$ cat src/rtl/lsq_pkg.sv
// Shared sizing for the LSQ; LSQ_ENTRIES must equal 2**LSQ_INDEX_WIDTH so the pointers wrap
package lsq_pkg;

  ////////////////////
  // Core widths
  ////////////////////

  // Reorder-buffer tag, 32 tags in flight
  localparam int TAG_WIDTH = 5;

  // Byte address, word-aligned accesses only
  localparam int ADDR_WIDTH = 32;

  localparam int DATA_WIDTH = 32;

  ////////////////////
  // Queue sizing
  ////////////////////

  localparam int LSQ_ENTRIES = 8;
  localparam int LSQ_INDEX_WIDTH = 3;

  ////////////////////
  // AXI4-Lite
  ////////////////////

  // Only OKAY is expected back from memory
  localparam logic [1:0] AXI_RESP_OKAY = 2'b00;

endpackage

$ cat src/rtl/lsq_entry.sv
// One queue slot; assumes a tag is held by at most one live entry, a repeated result overwrites
module lsq_entry import lsq_pkg::*; (
  input  logic                  clock,
  input  logic                  reset,
  // Queue control
  input  logic                  clear,
  input  logic                  alloc,
  input  logic [TAG_WIDTH-1:0]  alloc_tag,
  input  logic                  alloc_load,
  // Execute port 0
  input  logic                  ex_0_valid,
  input  logic [TAG_WIDTH-1:0]  ex_0_tag,
  input  logic [ADDR_WIDTH-1:0] ex_0_addr,
  input  logic [DATA_WIDTH-1:0] ex_0_data,
  // Execute port 1
  input  logic                  ex_1_valid,
  input  logic [TAG_WIDTH-1:0]  ex_1_tag,
  input  logic [ADDR_WIDTH-1:0] ex_1_addr,
  input  logic [DATA_WIDTH-1:0] ex_1_data,
  // Stored state
  output logic                  valid,
  output logic                  load,
  output logic [TAG_WIDTH-1:0]  tag,
  output logic [ADDR_WIDTH-1:0] addr,
  output logic [DATA_WIDTH-1:0] data,
  output logic                  complete
);

  logic                 live;
  logic [TAG_WIDTH-1:0] match_tag;
  logic                 hit_0;
  logic                 hit_1;

  // A result can land in the same cycle the slot is allocated
  assign live      = valid | alloc;
  assign match_tag = alloc ? alloc_tag : tag;
  assign hit_0     = live & ex_0_valid & (ex_0_tag == match_tag);
  assign hit_1     = live & ex_1_valid & (ex_1_tag == match_tag);

  always_ff @(posedge clock) begin
    if (reset) begin
      valid    <= 1'b0;
      complete <= 1'b0;
    end else if (clear) begin
      valid    <= 1'b0;
      complete <= 1'b0;
    end else begin
      if (alloc)
        valid <= 1'b1;
      if (hit_0 | hit_1)
        complete <= 1'b1;
      else if (alloc)
        complete <= 1'b0;
    end
  end

  always_ff @(posedge clock) begin
    if (alloc) begin
      tag  <= alloc_tag;
      load <= alloc_load;
    end
    // Port 0 wins when both ports carry this tag
    if (hit_0) begin
      addr <= ex_0_addr;
      data <= ex_0_data;
    end else if (hit_1) begin
      addr <= ex_1_addr;
      data <= ex_1_data;
    end
  end

  // Queue must only allocate into a free slot, never while popping it
  a_alloc_free: assert property (@(posedge clock) disable iff (reset)
    alloc |-> !valid && !clear)
    else $error("lsq_entry: allocation into a live or clearing slot");

endmodule

$ cat src/rtl/lsq_dispatch.sv
// Two-wide dispatch register; slot 0 is older than slot 1, an op with both load and store is a load
module lsq_dispatch import lsq_pkg::*; (
  input  logic                 clock,
  input  logic                 reset,
  // Decoded pair from the front end
  input  logic                 slot_0_valid,
  input  logic [TAG_WIDTH-1:0] slot_0_tag,
  input  logic                 slot_0_load,
  input  logic                 slot_0_store,
  input  logic                 slot_1_valid,
  input  logic [TAG_WIDTH-1:0] slot_1_tag,
  input  logic                 slot_1_load,
  input  logic                 slot_1_store,
  output logic                 dispatch_ready,
  // Toward the queue
  input  logic                 queue_room,
  output logic                 alloc_0_valid,
  output logic [TAG_WIDTH-1:0] alloc_0_tag,
  output logic                 alloc_0_load,
  output logic                 alloc_1_valid,
  output logic [TAG_WIDTH-1:0] alloc_1_tag,
  output logic                 alloc_1_load
);

  logic mem_0;
  logic mem_1;

  // Non-memory ops never reach the queue
  assign mem_0 = slot_0_valid & (slot_0_load | slot_0_store);
  assign mem_1 = slot_1_valid & (slot_1_load | slot_1_store);

  // Register is refilled only when the queue takes its current pair
  assign dispatch_ready = queue_room;

  always_ff @(posedge clock) begin
    if (reset) begin
      alloc_0_valid <= 1'b0;
      alloc_1_valid <= 1'b0;
    end else if (queue_room) begin
      alloc_0_valid <= mem_0 | mem_1;
      alloc_1_valid <= mem_0 & mem_1;
    end
  end

  // Compaction: a lone slot 1 op moves to position 0
  always_ff @(posedge clock) begin
    if (queue_room) begin
      alloc_0_tag  <= mem_0 ? slot_0_tag : slot_1_tag;
      alloc_0_load <= mem_0 ? slot_0_load : slot_1_load;
      alloc_1_tag  <= slot_1_tag;
      alloc_1_load <= slot_1_load;
    end
  end

  a_alloc_order: assert property (@(posedge clock) disable iff (reset)
    alloc_1_valid |-> alloc_0_valid)
    else $error("lsq_dispatch: second allocation without the first");

endmodule

$ cat src/rtl/lsq_queue.sv
// In-order LSQ; a store leaves only with its tag among the two rob heads, no forwarding or flush
module lsq_queue import lsq_pkg::*; (
  input  logic                  clock,
  input  logic                  reset,
  // Allocation from dispatch
  input  logic                  alloc_0_valid,
  input  logic [TAG_WIDTH-1:0]  alloc_0_tag,
  input  logic                  alloc_0_load,
  input  logic                  alloc_1_valid,
  input  logic [TAG_WIDTH-1:0]  alloc_1_tag,
  input  logic                  alloc_1_load,
  output logic                  queue_room,
  // Execute results
  input  logic                  ex_0_valid,
  input  logic [TAG_WIDTH-1:0]  ex_0_tag,
  input  logic [ADDR_WIDTH-1:0] ex_0_addr,
  input  logic [DATA_WIDTH-1:0] ex_0_data,
  input  logic                  ex_1_valid,
  input  logic [TAG_WIDTH-1:0]  ex_1_tag,
  input  logic [ADDR_WIDTH-1:0] ex_1_addr,
  input  logic [DATA_WIDTH-1:0] ex_1_data,
  // Commit window
  input  logic [TAG_WIDTH-1:0]  rob_head_0,
  input  logic [TAG_WIDTH-1:0]  rob_head_1,
  // Head toward the memory port
  output logic                  head_valid,
  output logic                  head_load,
  output logic [TAG_WIDTH-1:0]  head_tag,
  output logic [ADDR_WIDTH-1:0] head_addr,
  output logic [DATA_WIDTH-1:0] head_data,
  input  logic                  head_ready
);

  logic [LSQ_INDEX_WIDTH-1:0] head_ptr;
  logic [LSQ_INDEX_WIDTH-1:0] tail_ptr;
  logic [LSQ_INDEX_WIDTH-1:0] tail_next;
  logic [LSQ_INDEX_WIDTH:0]   count;
  logic                       do_alloc_0;
  logic                       do_alloc_1;
  logic [1:0]                 alloc_count;
  logic                       pop;

  logic [LSQ_ENTRIES-1:0] ent_alloc;
  logic [LSQ_ENTRIES-1:0] ent_clear;
  logic [LSQ_ENTRIES-1:0] ent_valid;
  logic [LSQ_ENTRIES-1:0] ent_load;
  logic [LSQ_ENTRIES-1:0] ent_complete;
  logic [TAG_WIDTH-1:0]   ent_tag  [LSQ_ENTRIES];
  logic [ADDR_WIDTH-1:0]  ent_addr [LSQ_ENTRIES];
  logic [DATA_WIDTH-1:0]  ent_data [LSQ_ENTRIES];

  ////////////////////
  // Allocation
  ////////////////////

  // Room for a full pair, so a held pair is never split
  assign queue_room  = count <= (LSQ_INDEX_WIDTH + 1)'(LSQ_ENTRIES - 2);
  assign do_alloc_0  = alloc_0_valid & queue_room;
  assign do_alloc_1  = alloc_1_valid & queue_room;
  assign alloc_count = {1'b0, do_alloc_0} + {1'b0, do_alloc_1};
  assign tail_next   = tail_ptr + 1'b1;

  for (genvar i = 0; i < LSQ_ENTRIES; i++) begin : g_entry
    logic at_tail;

    assign at_tail = (tail_ptr == LSQ_INDEX_WIDTH'(i));
    assign ent_alloc[i] = (do_alloc_0 & at_tail) |
                          (do_alloc_1 & (tail_next == LSQ_INDEX_WIDTH'(i)));
    assign ent_clear[i] = pop & (head_ptr == LSQ_INDEX_WIDTH'(i));

    lsq_entry u_entry (
      .clock      (clock),
      .reset      (reset),
      .clear      (ent_clear[i]),
      .alloc      (ent_alloc[i]),
      .alloc_tag  (at_tail ? alloc_0_tag : alloc_1_tag),
      .alloc_load (at_tail ? alloc_0_load : alloc_1_load),
      .ex_0_valid (ex_0_valid),
      .ex_0_tag   (ex_0_tag),
      .ex_0_addr  (ex_0_addr),
      .ex_0_data  (ex_0_data),
      .ex_1_valid (ex_1_valid),
      .ex_1_tag   (ex_1_tag),
      .ex_1_addr  (ex_1_addr),
      .ex_1_data  (ex_1_data),
      .valid      (ent_valid[i]),
      .load       (ent_load[i]),
      .tag        (ent_tag[i]),
      .addr       (ent_addr[i]),
      .data       (ent_data[i]),
      .complete   (ent_complete[i])
    );
  end

  ////////////////////
  // Head and commit
  ////////////////////

  assign head_load = ent_load[head_ptr];
  assign head_tag  = ent_tag[head_ptr];
  assign head_addr = ent_addr[head_ptr];
  assign head_data = ent_data[head_ptr];

  // Loads go once complete, stores also wait for the commit window
  assign head_valid = ent_valid[head_ptr] & ent_complete[head_ptr] &
                      (head_load | (head_tag == rob_head_0) | (head_tag == rob_head_1));
  assign pop = head_valid & head_ready;

  always_ff @(posedge clock) begin
    if (reset) begin
      head_ptr <= '0;
      tail_ptr <= '0;
      count    <= '0;
    end else begin
      if (pop)
        head_ptr <= head_ptr + 1'b1;
      tail_ptr <= tail_ptr + LSQ_INDEX_WIDTH'(alloc_count);
      count    <= count + (LSQ_INDEX_WIDTH + 1)'(alloc_count)
                        - (LSQ_INDEX_WIDTH + 1)'(pop);
    end
  end

  a_count_bound: assert property (@(posedge clock) disable iff (reset)
    count <= (LSQ_INDEX_WIDTH + 1)'(LSQ_ENTRIES))
    else $error("lsq_queue: occupancy above queue depth");

endmodule

$ cat src/rtl/lsq_mem_port.sv
// One AXI4-Lite transaction at a time, full-word strobes only; non-OKAY responses are not handled
module lsq_mem_port import lsq_pkg::*; (
  input  logic                    clock,
  input  logic                    reset,
  // Queue head
  input  logic                    head_valid,
  input  logic                    head_load,
  input  logic [TAG_WIDTH-1:0]    head_tag,
  input  logic [ADDR_WIDTH-1:0]   head_addr,
  input  logic [DATA_WIDTH-1:0]   head_data,
  output logic                    head_ready,
  // AXI4-Lite master
  output logic                    awvalid,
  input  logic                    awready,
  output logic [ADDR_WIDTH-1:0]   awaddr,
  output logic                    wvalid,
  input  logic                    wready,
  output logic [DATA_WIDTH-1:0]   wdata,
  output logic [DATA_WIDTH/8-1:0] wstrb,
  input  logic                    bvalid,
  output logic                    bready,
  input  logic [1:0]              bresp,
  output logic                    arvalid,
  input  logic                    arready,
  output logic [ADDR_WIDTH-1:0]   araddr,
  input  logic                    rvalid,
  output logic                    rready,
  input  logic [DATA_WIDTH-1:0]   rdata,
  input  logic [1:0]              rresp,
  // Completion report
  output logic                    done_valid,
  output logic [TAG_WIDTH-1:0]    done_tag,
  output logic                    done_load,
  output logic [DATA_WIDTH-1:0]   done_data
);

  typedef enum logic [2:0] {
    st_idle,
    st_rd_addr,
    st_rd_data,
    st_write,
    st_wr_resp
  } state_t;

  state_t                state;
  logic [TAG_WIDTH-1:0]  op_tag;
  logic                  op_load;
  logic [ADDR_WIDTH-1:0] op_addr;
  logic [DATA_WIDTH-1:0] op_data;
  logic                  aw_done;
  logic                  w_done;
  logic                  pop;
  logic                  aw_fire;
  logic                  w_fire;
  logic                  ar_fire;
  logic                  b_fire;
  logic                  r_fire;

  assign head_ready = (state == st_idle);
  assign pop        = head_valid & head_ready;

  // aw and w each drop once their own handshake is done
  assign awvalid = (state == st_write) & ~aw_done;
  assign wvalid  = (state == st_write) & ~w_done;
  assign arvalid = (state == st_rd_addr);
  assign bready  = (state == st_wr_resp);
  assign rready  = (state == st_rd_data);

  assign aw_fire = awvalid & awready;
  assign w_fire  = wvalid & wready;
  assign ar_fire = arvalid & arready;
  assign b_fire  = bvalid & bready;
  assign r_fire  = rvalid & rready;

  assign awaddr    = op_addr;
  assign araddr    = op_addr;
  assign wdata     = op_data;
  assign wstrb     = '1;
  assign done_tag  = op_tag;
  assign done_load = op_load;

  ////////////////////
  // Transaction FSM
  ////////////////////

  always_ff @(posedge clock) begin
    if (reset) begin
      state      <= st_idle;
      aw_done    <= 1'b0;
      w_done     <= 1'b0;
      done_valid <= 1'b0;
    end else begin
      done_valid <= r_fire | b_fire;
      case (state)
        st_idle:
          if (pop)
            state <= head_load ? st_rd_addr : st_write;
        st_rd_addr:
          if (ar_fire)
            state <= st_rd_data;
        st_rd_data:
          if (r_fire)
            state <= st_idle;
        st_write: begin
          if (aw_fire)
            aw_done <= 1'b1;
          if (w_fire)
            w_done <= 1'b1;
          if ((aw_done | aw_fire) & (w_done | w_fire)) begin
            state   <= st_wr_resp;
            aw_done <= 1'b0;
            w_done  <= 1'b0;
          end
        end
        st_wr_resp:
          if (b_fire)
            state <= st_idle;
        default:
          state <= st_idle;
      endcase
    end
  end

  // Operation captured at pop, held until the port is idle again
  always_ff @(posedge clock) begin
    if (pop) begin
      op_tag  <= head_tag;
      op_load <= head_load;
      op_addr <= head_addr;
      op_data <= head_data;
    end
    if (r_fire)
      done_data <= rdata;
    else if (b_fire)
      done_data <= op_data;
  end

  ////////////////////
  // Bus checks
  ////////////////////

  a_resp_okay: assert property (@(posedge clock) disable iff (reset)
    (b_fire |-> bresp == AXI_RESP_OKAY) and (r_fire |-> rresp == AXI_RESP_OKAY))
    else $error("lsq_mem_port: memory returned a non-OKAY response");

  a_aw_stable: assert property (@(posedge clock) disable iff (reset)
    awvalid && !awready |=> awvalid && $stable(awaddr))
    else $error("lsq_mem_port: aw changed while waiting");

  a_w_stable: assert property (@(posedge clock) disable iff (reset)
    wvalid && !wready |=> wvalid && $stable(wdata) && $stable(wstrb))
    else $error("lsq_mem_port: w changed while waiting");

  a_ar_stable: assert property (@(posedge clock) disable iff (reset)
    arvalid && !arready |=> arvalid && $stable(araddr))
    else $error("lsq_mem_port: ar changed while waiting");

endmodule

$ cat src/rtl/lsq_top.sv
// LSQ subsystem top; rob heads must track the two oldest uncommitted tags or stores never leave
module lsq_top import lsq_pkg::*; (
  input  logic                    clock,
  input  logic                    reset,
  // Dispatch pair
  input  logic                    slot_0_valid,
  input  logic [TAG_WIDTH-1:0]    slot_0_tag,
  input  logic                    slot_0_load,
  input  logic                    slot_0_store,
  input  logic                    slot_1_valid,
  input  logic [TAG_WIDTH-1:0]    slot_1_tag,
  input  logic                    slot_1_load,
  input  logic                    slot_1_store,
  output logic                    dispatch_ready,
  // Execute ports
  input  logic                    ex_0_valid,
  input  logic [TAG_WIDTH-1:0]    ex_0_tag,
  input  logic [ADDR_WIDTH-1:0]   ex_0_addr,
  input  logic [DATA_WIDTH-1:0]   ex_0_data,
  input  logic                    ex_1_valid,
  input  logic [TAG_WIDTH-1:0]    ex_1_tag,
  input  logic [ADDR_WIDTH-1:0]   ex_1_addr,
  input  logic [DATA_WIDTH-1:0]   ex_1_data,
  // Commit window
  input  logic [TAG_WIDTH-1:0]    rob_head_0,
  input  logic [TAG_WIDTH-1:0]    rob_head_1,
  // AXI4-Lite toward memory
  output logic                    awvalid,
  input  logic                    awready,
  output logic [ADDR_WIDTH-1:0]   awaddr,
  output logic                    wvalid,
  input  logic                    wready,
  output logic [DATA_WIDTH-1:0]   wdata,
  output logic [DATA_WIDTH/8-1:0] wstrb,
  input  logic                    bvalid,
  output logic                    bready,
  input  logic [1:0]              bresp,
  output logic                    arvalid,
  input  logic                    arready,
  output logic [ADDR_WIDTH-1:0]   araddr,
  input  logic                    rvalid,
  output logic                    rready,
  input  logic [DATA_WIDTH-1:0]   rdata,
  input  logic [1:0]              rresp,
  // Completion
  output logic                    done_valid,
  output logic [TAG_WIDTH-1:0]    done_tag,
  output logic                    done_load,
  output logic [DATA_WIDTH-1:0]   done_data
);

  // Dispatch to queue
  logic                  queue_room;
  logic                  alloc_0_valid;
  logic [TAG_WIDTH-1:0]  alloc_0_tag;
  logic                  alloc_0_load;
  logic                  alloc_1_valid;
  logic [TAG_WIDTH-1:0]  alloc_1_tag;
  logic                  alloc_1_load;

  // Queue head to memory port
  logic                  head_valid;
  logic                  head_load;
  logic [TAG_WIDTH-1:0]  head_tag;
  logic [ADDR_WIDTH-1:0] head_addr;
  logic [DATA_WIDTH-1:0] head_data;
  logic                  head_ready;

  // Port names match across the hierarchy
  lsq_dispatch u_dispatch (.*);

  lsq_queue u_queue (.*);

  lsq_mem_port u_mem_port (.*);

endmodule

$ cat config.mk
export PLATFORM = sky130hd
export DESIGN_NAME = lsq_top
export DESIGN_NICKNAME = d
export VERILOG_FILES = /design/src/rtl/lsq_pkg.sv /design/src/rtl/lsq_entry.sv /design/src/rtl/lsq_dispatch.sv /design/src/rtl/lsq_queue.sv /design/src/rtl/lsq_mem_port.sv /design/src/rtl/lsq_top.sv
export SDC_FILE = /design/constraint.sdc
export NUM_CORES = 1
export LEC_CHECK = 0
export BUFFER_PORTS_ARGS = -buffer_cell sky130_fd_sc_hd__buf_2
export CAP_MARGIN = 25
export CORE_UTILIZATION = 45
export DETAILED_ROUTE_END_ITERATION = 16
export PLACE_DENSITY = 0.74
export SLEW_MARGIN = 0
export SYNTH_ARGS = -nofsm -noshare
export SYNTH_HDL_FRONTEND = slang
export SYNTH_HIERARCHICAL = 1
export SYNTH_SLANG_ARGS = --single-unit
export TNS_END_PERCENT = 100
$ cat constraint.sdc
create_clock -name clock -period 7.55 [get_ports clock]
set_input_delay 1.51 -clock clock [delete_from_list [all_inputs] [get_ports clock]]
set_output_delay 1.51 -clock clock [all_outputs]
set_load 0.02 [all_outputs]
==> results.ini, run 1 <==
[run_status]
status = complete, no violations

[synth]
avgSynthCellArea_um2 = 16.19
synthXorXnorAreaFrac_pct = 2.058
synth_area_leaders = edfxtp_1, mux2_4, mux2_2
yosysMostFrequentCell = edfxtp_1
synth-async-reset-ratio_pct = 0
seq_area_frac_synth_pct = 55.43
yosys_warnings = 6
yosys-mux-area-fraction_pct = 31.75
ys_seq_elements = 708
synth_compound_area_share_pct = 1.832
synth_fa_ha_area_share_pct = 0.6490
synth-simple-area-share_pct = 4.502
yosysTopAreaCellShare_pct = 51.43
synth_edf_count = 634
syn_area_um2 = 37020
synth_ff_type = edfxtp_1
synth.cells.most_frequent = edfxtp_1, mux2_4, mux2_2
yosysUniqueCellTypes = 64
synth_top_family_by_area = multiplexers
postSynthCellCount = 2286
yosysTopAreaCell = edfxtp_1

[routing]
vias = 21060
wire_per_inst_um = 25.63
drc = 0
drtIter0Drc = 1617
post_drt_via_cell_ratio = 5.639
wl_met1_um = 38790
drtPass1Iterations = 5
top_layer_used = met5
finalWirelength_um = 95700
wl_met2_um = 47920
detail-route-antenna-nets = 0
wl_met3_um = 6395

[placement]
dp_hpwl_um = 57680
port_buffers = 345
place.gp.congestion = 0.8981
dp_cells = 3575

[critical_path]
cp-end-kind = register
crit_cells = 16
path_cells = inv_1 > ha_1 > nand2_1 > mux2i_2 > buf_4 > nand2_1 > inv_1 > nand2_1 > o31ai_1 > buf_4 > mux2i_1 > xnor2_1 > a2111oi_2 > nand3_4 > nand2_4 > buf_4
reg2reg_setup_slack_ns = 2.31
cp-start-kind = register
slowest_stage = nand3_4
arrival_ns = 5.52
cp_max_fo = 29
crit_type = register to register
r2r_start = u_queue/count[3]
cp_slowest_stage_delay_ns = 0.69
regToRegEndpoint = u_queue/g_entry[1].u_entry/data[11]
reg2reg_depth = 16
cp.required_ns = 7.83
crit_buf_inv = 5
cpLargestDelayFamily = simple AND/OR/NAND/NOR gates

[pwr]
leakage_nw = 15.99
swShare_pct = 25.52
p_int_mw = 7.264
switchingPower_mw = 2.489
cellPowerDensity_nw_per_um2 = 231.6
combPwrFrac_pct = 13.8
peakVddDrop_mv = 0.1389
p_seq_share_pct = 47.2
clkPwrFrac_pct = 39.0

[floorplan]
fp.dieArea_um2 = 83410
dieHeight_um = 288.8
rows = 104
core_area_um2 = 80940
die_w_um = 288.8
initial_core_util_pct = 45.73
ios = 354

[finish]
instances_no_fill = 3734
register_area_um2 = 20530
syn_to_final_growth_pct = 13.74
nNetsFinal = 2823
multi_input_area_um2 = 15300
n_fill_cell = 6568
layout-drive-gt1-share_pct = 48.50

[clocking]
cts_tree = yes
h-tree-depth = 3
cts_max_path_buffers = 3
worstSkewPairLatency_ns = 0.65
clkTransAtPathRegs_ns = 0.06
cts-buffers-inserted = 79
hold_buffers = 0
cts_root_buf = clkbuf_16
cts_setup_buffers = 0
post_cts_resized = 0
cts.sinks = 708

[hold_path]
worstHoldStart = u_dispatch/alloc_0_valid
hold_depth = 2
hp-class = register to register
min_to = u_dispatch/alloc_0_valid

[sta]
hold_viol = 0
timing.final.crit_share_pct = 69.41
final.setup.tns_ns = 0
finalSetupViolations = 0
fmax_ghz = 0.1908
finalMaxSlewViolations = 0
rsz0062_at_grt = false
finalClockSkew_ns = 0.02289
worst_pin_slew_ns = 1.104
finalCriticalPeriod_ns = 5.241
slew_headroom_pct = 25.83

[global_routing]
grt_start_max_net_pins = 97
grt_pass1_vias = 22090
grt_pass1_wl_um = 139700
grt_antenna_before_repair = 30
gr-total-overflow = 0
grt_use_total_pct = 22.77

[flow_run]
cap_violations = 0

[cells by family (layout without fill, tap and decap cells)]
group,count (synthesis),count (layout)
flops,708,708
compound gates,82,82
xor+xnor,87,87
other cells,1,18
fa+ha+maj,18,18
mux,798,798
simple gates,376,376
buf+inv,216,587
[power groups by stage]
stage,clock network [mW],registers [mW],logic [mW]
final,3.80,4.60,1.35
after global routing,4.04,4.62,1.46
after CTS,3.89,4.60,1.34
after detailed placement,0,4.68,1.34
after global placement,0,4.67,1.28
after floorplan,0,4.64,0.975
[stage by stage]
step | hold WS [ns] | setup slack [ns] | area (um^2) | util (%) | power, mW
finish | 0.4911 | 2.309 | 42100 | 52.02 | 9.753
global route | 0.5118 | 2.076 | 42100 | 52.01 | 10.12
CTS | 0.4927 | 2.304 | 42070 | 51.98 | 9.828
detailed placement | 0.4828 | 2.351 | 39520 | 48.83 | 6.017
global placement | 0.4826 | 2.408 | 39520 | 48.83 | 5.950
floorplan | 0.4564 | 1.871 | 37030 | - | 5.613
[final cells by class]
cell class	instances	area share, %
flip-flops and latches	708	48.76
multi-input cells	1365	36.34
repair buffers	389	5.123
clock buffers	89	4.808
well taps	1060	3.150
clock inverters	56	1.248
inverters	53	0.4814
diodes	14	0.08321
[worst max-delay path by stage]
stage / from / endpoint
after floorplan: u_queue/count[3] / u_queue/g_entry[5].u_entry/addr[0]
after global placement: u_queue/count[3] / u_queue/g_entry[5].u_entry/data[23]
after detailed placement: u_queue/count[3] / u_queue/g_entry[1].u_entry/data[14]
after CTS: u_queue/count[3] / u_queue/g_entry[5].u_entry/data[14]
after global routing: u_queue/count[3] / u_queue/g_entry[1].u_entry/data[11]
final: u_queue/count[3] / u_queue/g_entry[1].u_entry/data[11]
[worst register-to-register path, stage by stage (launching register included)]
cell	delay, ns
dfxtp_1	0.34
inv_1	0.05
ha_1	0.17
nand2_1	0.10
mux2i_2	0.21
buf_4	0.27
nand2_1	0.11
inv_1	0.09
nand2_1	0.12
o31ai_1	0.29
buf_4	0.28
mux2i_1	0.40
xnor2_1	0.15
a2111oi_2	0.40
nand3_4	0.69
nand2_4	0.66
buf_4	0.52
[routing by layer]
metal	vias up	GRT usage (%)
li1	9358	-
met1	10800	28.77
met2	704	38.57
met3	168	5.008
met4	30	7.895
met5	-	0
[sequential cells by signal, indices dropped and copies added, names as in the netlist, 5 cells and up]
signal	count
u_dispatch/alloc_0_tag	5
u_dispatch/alloc_1_tag	5
u_mem_port/araddr	32
u_mem_port/done_data	32
u_mem_port/done_tag	5
u_mem_port/wdata	32
u_queue/g_entry.u_entry/addr	256
u_queue/g_entry.u_entry/complete	8
u_queue/g_entry.u_entry/data	256
u_queue/g_entry.u_entry/load	8
u_queue/g_entry.u_entry/tag	40
u_queue/g_entry.u_entry/valid	8
[cell usage in the layout, fill, tap and decap left out, types with 9 or more instances in the layout]
cell,count
diode_2,14
clkbuf_1,9
o21ai_0,9
a311oi_1,9
nand3b_1,11
clkinv_1,23
xnor2_1,69
and3_1,9
o211ai_1,9
nand2b_1,23
ha_1,16
xor2_1,18
buf_4,36
dfxtp_1,71
mux2_4,334
a21oi_1,14
buf_2,345
clkinv_2,15
mux4_2,132
nor3_1,16
nor2_1,38
inv_1,51
mux2_2,272
edfxtp_1,634
clkbuf_16,79
nand2_1,230
mux2i_1,49
Power figures use the tool's default switching activity.
==> run 2: changes to the inputs <==
Clock period 7.55 ns to 5.1 ns, I/O delays scaled along.
==> run 2 against run 1 <==
  * Sequential power increased by 48%
  * Worst hold slack gained 0.013 ns
  * Register-to-register slack worse by 1.8 ns
  * Critical path depth down 2
  * Highest routed layer unchanged
  * Via count is 1.1% higher
  * Count of clock-buffer cells in the layout rose by 10
  * Utilization up 0.077 points
  * Cell area increased by 0.15%
==> results.ini, run 2 (synthesized netlist as in run 1, its figures left out) <==
[run_status]
status = complete, no violations

[clocking]
cts_tree = yes
hold_buffers = 0
post_cts_resized = 0
cts_root_buf = clkbuf_16
h-tree-depth = 3
cts.sinks = 708
worstSkewPairLatency_ns = 0.65
cts-buffers-inserted = 77
cts_max_path_buffers = 3
cts_setup_buffers = 0
clkTransAtPathRegs_ns = 0.06

[critical_path]
cp_max_fo = 37
cp.required_ns = 5.40
slowest_stage = o2bb2ai_1
crit_top_cell = nand2_1
cp_slowest_stage_delay_ns = 0.71
path_cells = inv_1 > ha_1 > nand2_1 > mux2i_2 > nand2_1 > or2_2 > o2bb2ai_1 > mux2i_1 > xnor2_1 > a2111oi_2 > nand3_4 > buf_4 > nand2_4 > buf_12
cpLargestDelayFamily = compound AO/OA/AOI/OAI gates
cp-start-kind = register
crit_type = register to register
crit_buf_inv = 3
arrival_ns = 4.85
cp-end-kind = register

[global_routing]
grt_pass1_vias = 22020
grt_pass1_wl_um = 138100
gr-total-overflow = 0
grt_start_max_net_pins = 66
grt_use_total_pct = 22.43
grt_antenna_before_repair = 32

[routing]
drtPass1Iterations = 5
detail-route-antenna-nets = 0
post_drt_via_cell_ratio = 5.681
top_layer_used = met5
wl_met1_um = 37910
wl_met2_um = 47970
wire_per_inst_um = 25.36
finalWirelength_um = 95030
vias = 21290
wl_met3_um = 6016
drc = 0
drtIter0Drc = 1466

[finish]
fin_util_pct = 52.10
nNetsFinal = 2832
multi_input_area_um2 = 15300
largest_registers = u_queue/g_entry.u_entry/addr (256), u_queue/g_entry.u_entry/data (256), u_queue/g_entry.u_entry/tag (40)
final_common_cell = edfxtp_1
layout_common_cells = edfxtp_1, buf_2, mux2_4
layout-drive-gt1-share_pct = 48.48
register_area_um2 = 20530
n_fill_cell = 6521
syn_to_final_growth_pct = 13.91

[floorplan]
fp.dieArea_um2 = 83410
dieHeight_um = 288.8
die_w_um = 288.8
initial_core_util_pct = 45.73
core_area_um2 = 80940
ios = 354
rows = 104

[sta]
finalClockSkew_ns = 0.03295
timing.final.crit_share_pct = 89.35
hold_viol = 0
finalMaxSlewViolations = 0
finalWorstSetupSlack_ns = 0.5431
final.setup.tns_ns = 0
fmax_ghz = 0.2194
worst_pin_slew_ns = 1.018
slew_headroom_pct = 32.02
rsz0062_at_grt = false
finalCriticalPeriod_ns = 4.557
finalSetupViolations = 0

[pwr]
leakage_nw = 16.01
cellPowerDensity_nw_per_um2 = 337.1
peakVddDrop_mv = 0.2290

[hold_path]
hp-class = register to register

[placement]
dp_hpwl_um = 57010
port_buffers = 345
post-place-ws_ns = 0.6066
place.gp.congestion = 0.8416

[flow_run]
cap_violations = 0

[run 2: cell types whose count changed in the layout (fill, tap and decap cells not counted), moves of 3 or more]
cell | before | now
buf_12 | 8 | 15
buf_4 | 36 | 40
bufinv_16 | 6 | 3
clkbuf_1 | 9 | 19
clkinv_1 | 23 | 17
clkinv_2 | 15 | 11
diode_2 | 14 | 20
[run 2: report_power, final]
part	internal, mW	switching [mW]
Sequential	6.60	0.216
Clock	3.02	2.35
Combinational	0.971	1.05
Total	10.6	3.62
[run 2: final cells by class]
class | count | share of cell area (%)
Antenna cell | 20 | 0.1187
Clock buffer | 99 | 4.837
Clock inverter | 42 | 0.9199
Inverter | 53 | 0.4807
Multi-Input combinational cell | 1365 | 36.29
Sequential cell | 708 | 48.69
Tap cell | 1060 | 3.145
Timing Repair Buffer | 400 | 5.519
[run 2: path summary, 6_finish.rpt]
check / from / endpoint / slack [ns] / cells past startpoint
min reg2reg: u_dispatch/alloc_1_valid / u_dispatch/alloc_1_valid / 0.50 / 2
min: u_dispatch/alloc_1_valid / u_dispatch/alloc_1_valid / 0.50 / 2
max: u_queue/count[3] / u_queue/g_entry[7].u_entry/addr[24] / 0.54 / 14
max reg2reg: u_queue/count[3] / u_queue/g_entry[7].u_entry/addr[24] / 0.54 / 14
[run 2: worst min-delay path: stages (launching register included)]
cell	delay [ns]
dfxtp_1	0.31
nand2b_1	0.07
a221oi_1	0.07
[run 2: metal layers]
metal | global-route usage [%] | vias to the layer above
met5 | 0 | -
met4 | 8.789 | 28
met3 | 4.567 | 209
met2 | 38.34 | 785
met1 | 27.87 | 10880
li1 | - | 9382
[run 2: through the flow]
step | power (mW) | area, um^2 | cells | hold slack (ns)
2_1_floorplan | 8.307 | 37050 | 2289 | 0.4564
3_3_place_gp | 8.826 | 39670 | 3585 | 0.4816
3_5_place_dp | 8.931 | 39670 | 3585 | 0.4839
4_1_cts | 14.29 | 42100 | 3726 | 0.5042
5_1_grt | 14.69 | 42160 | 3743 | 0.5279
6_report | 14.21 | 42170 | 3747 | 0.5041
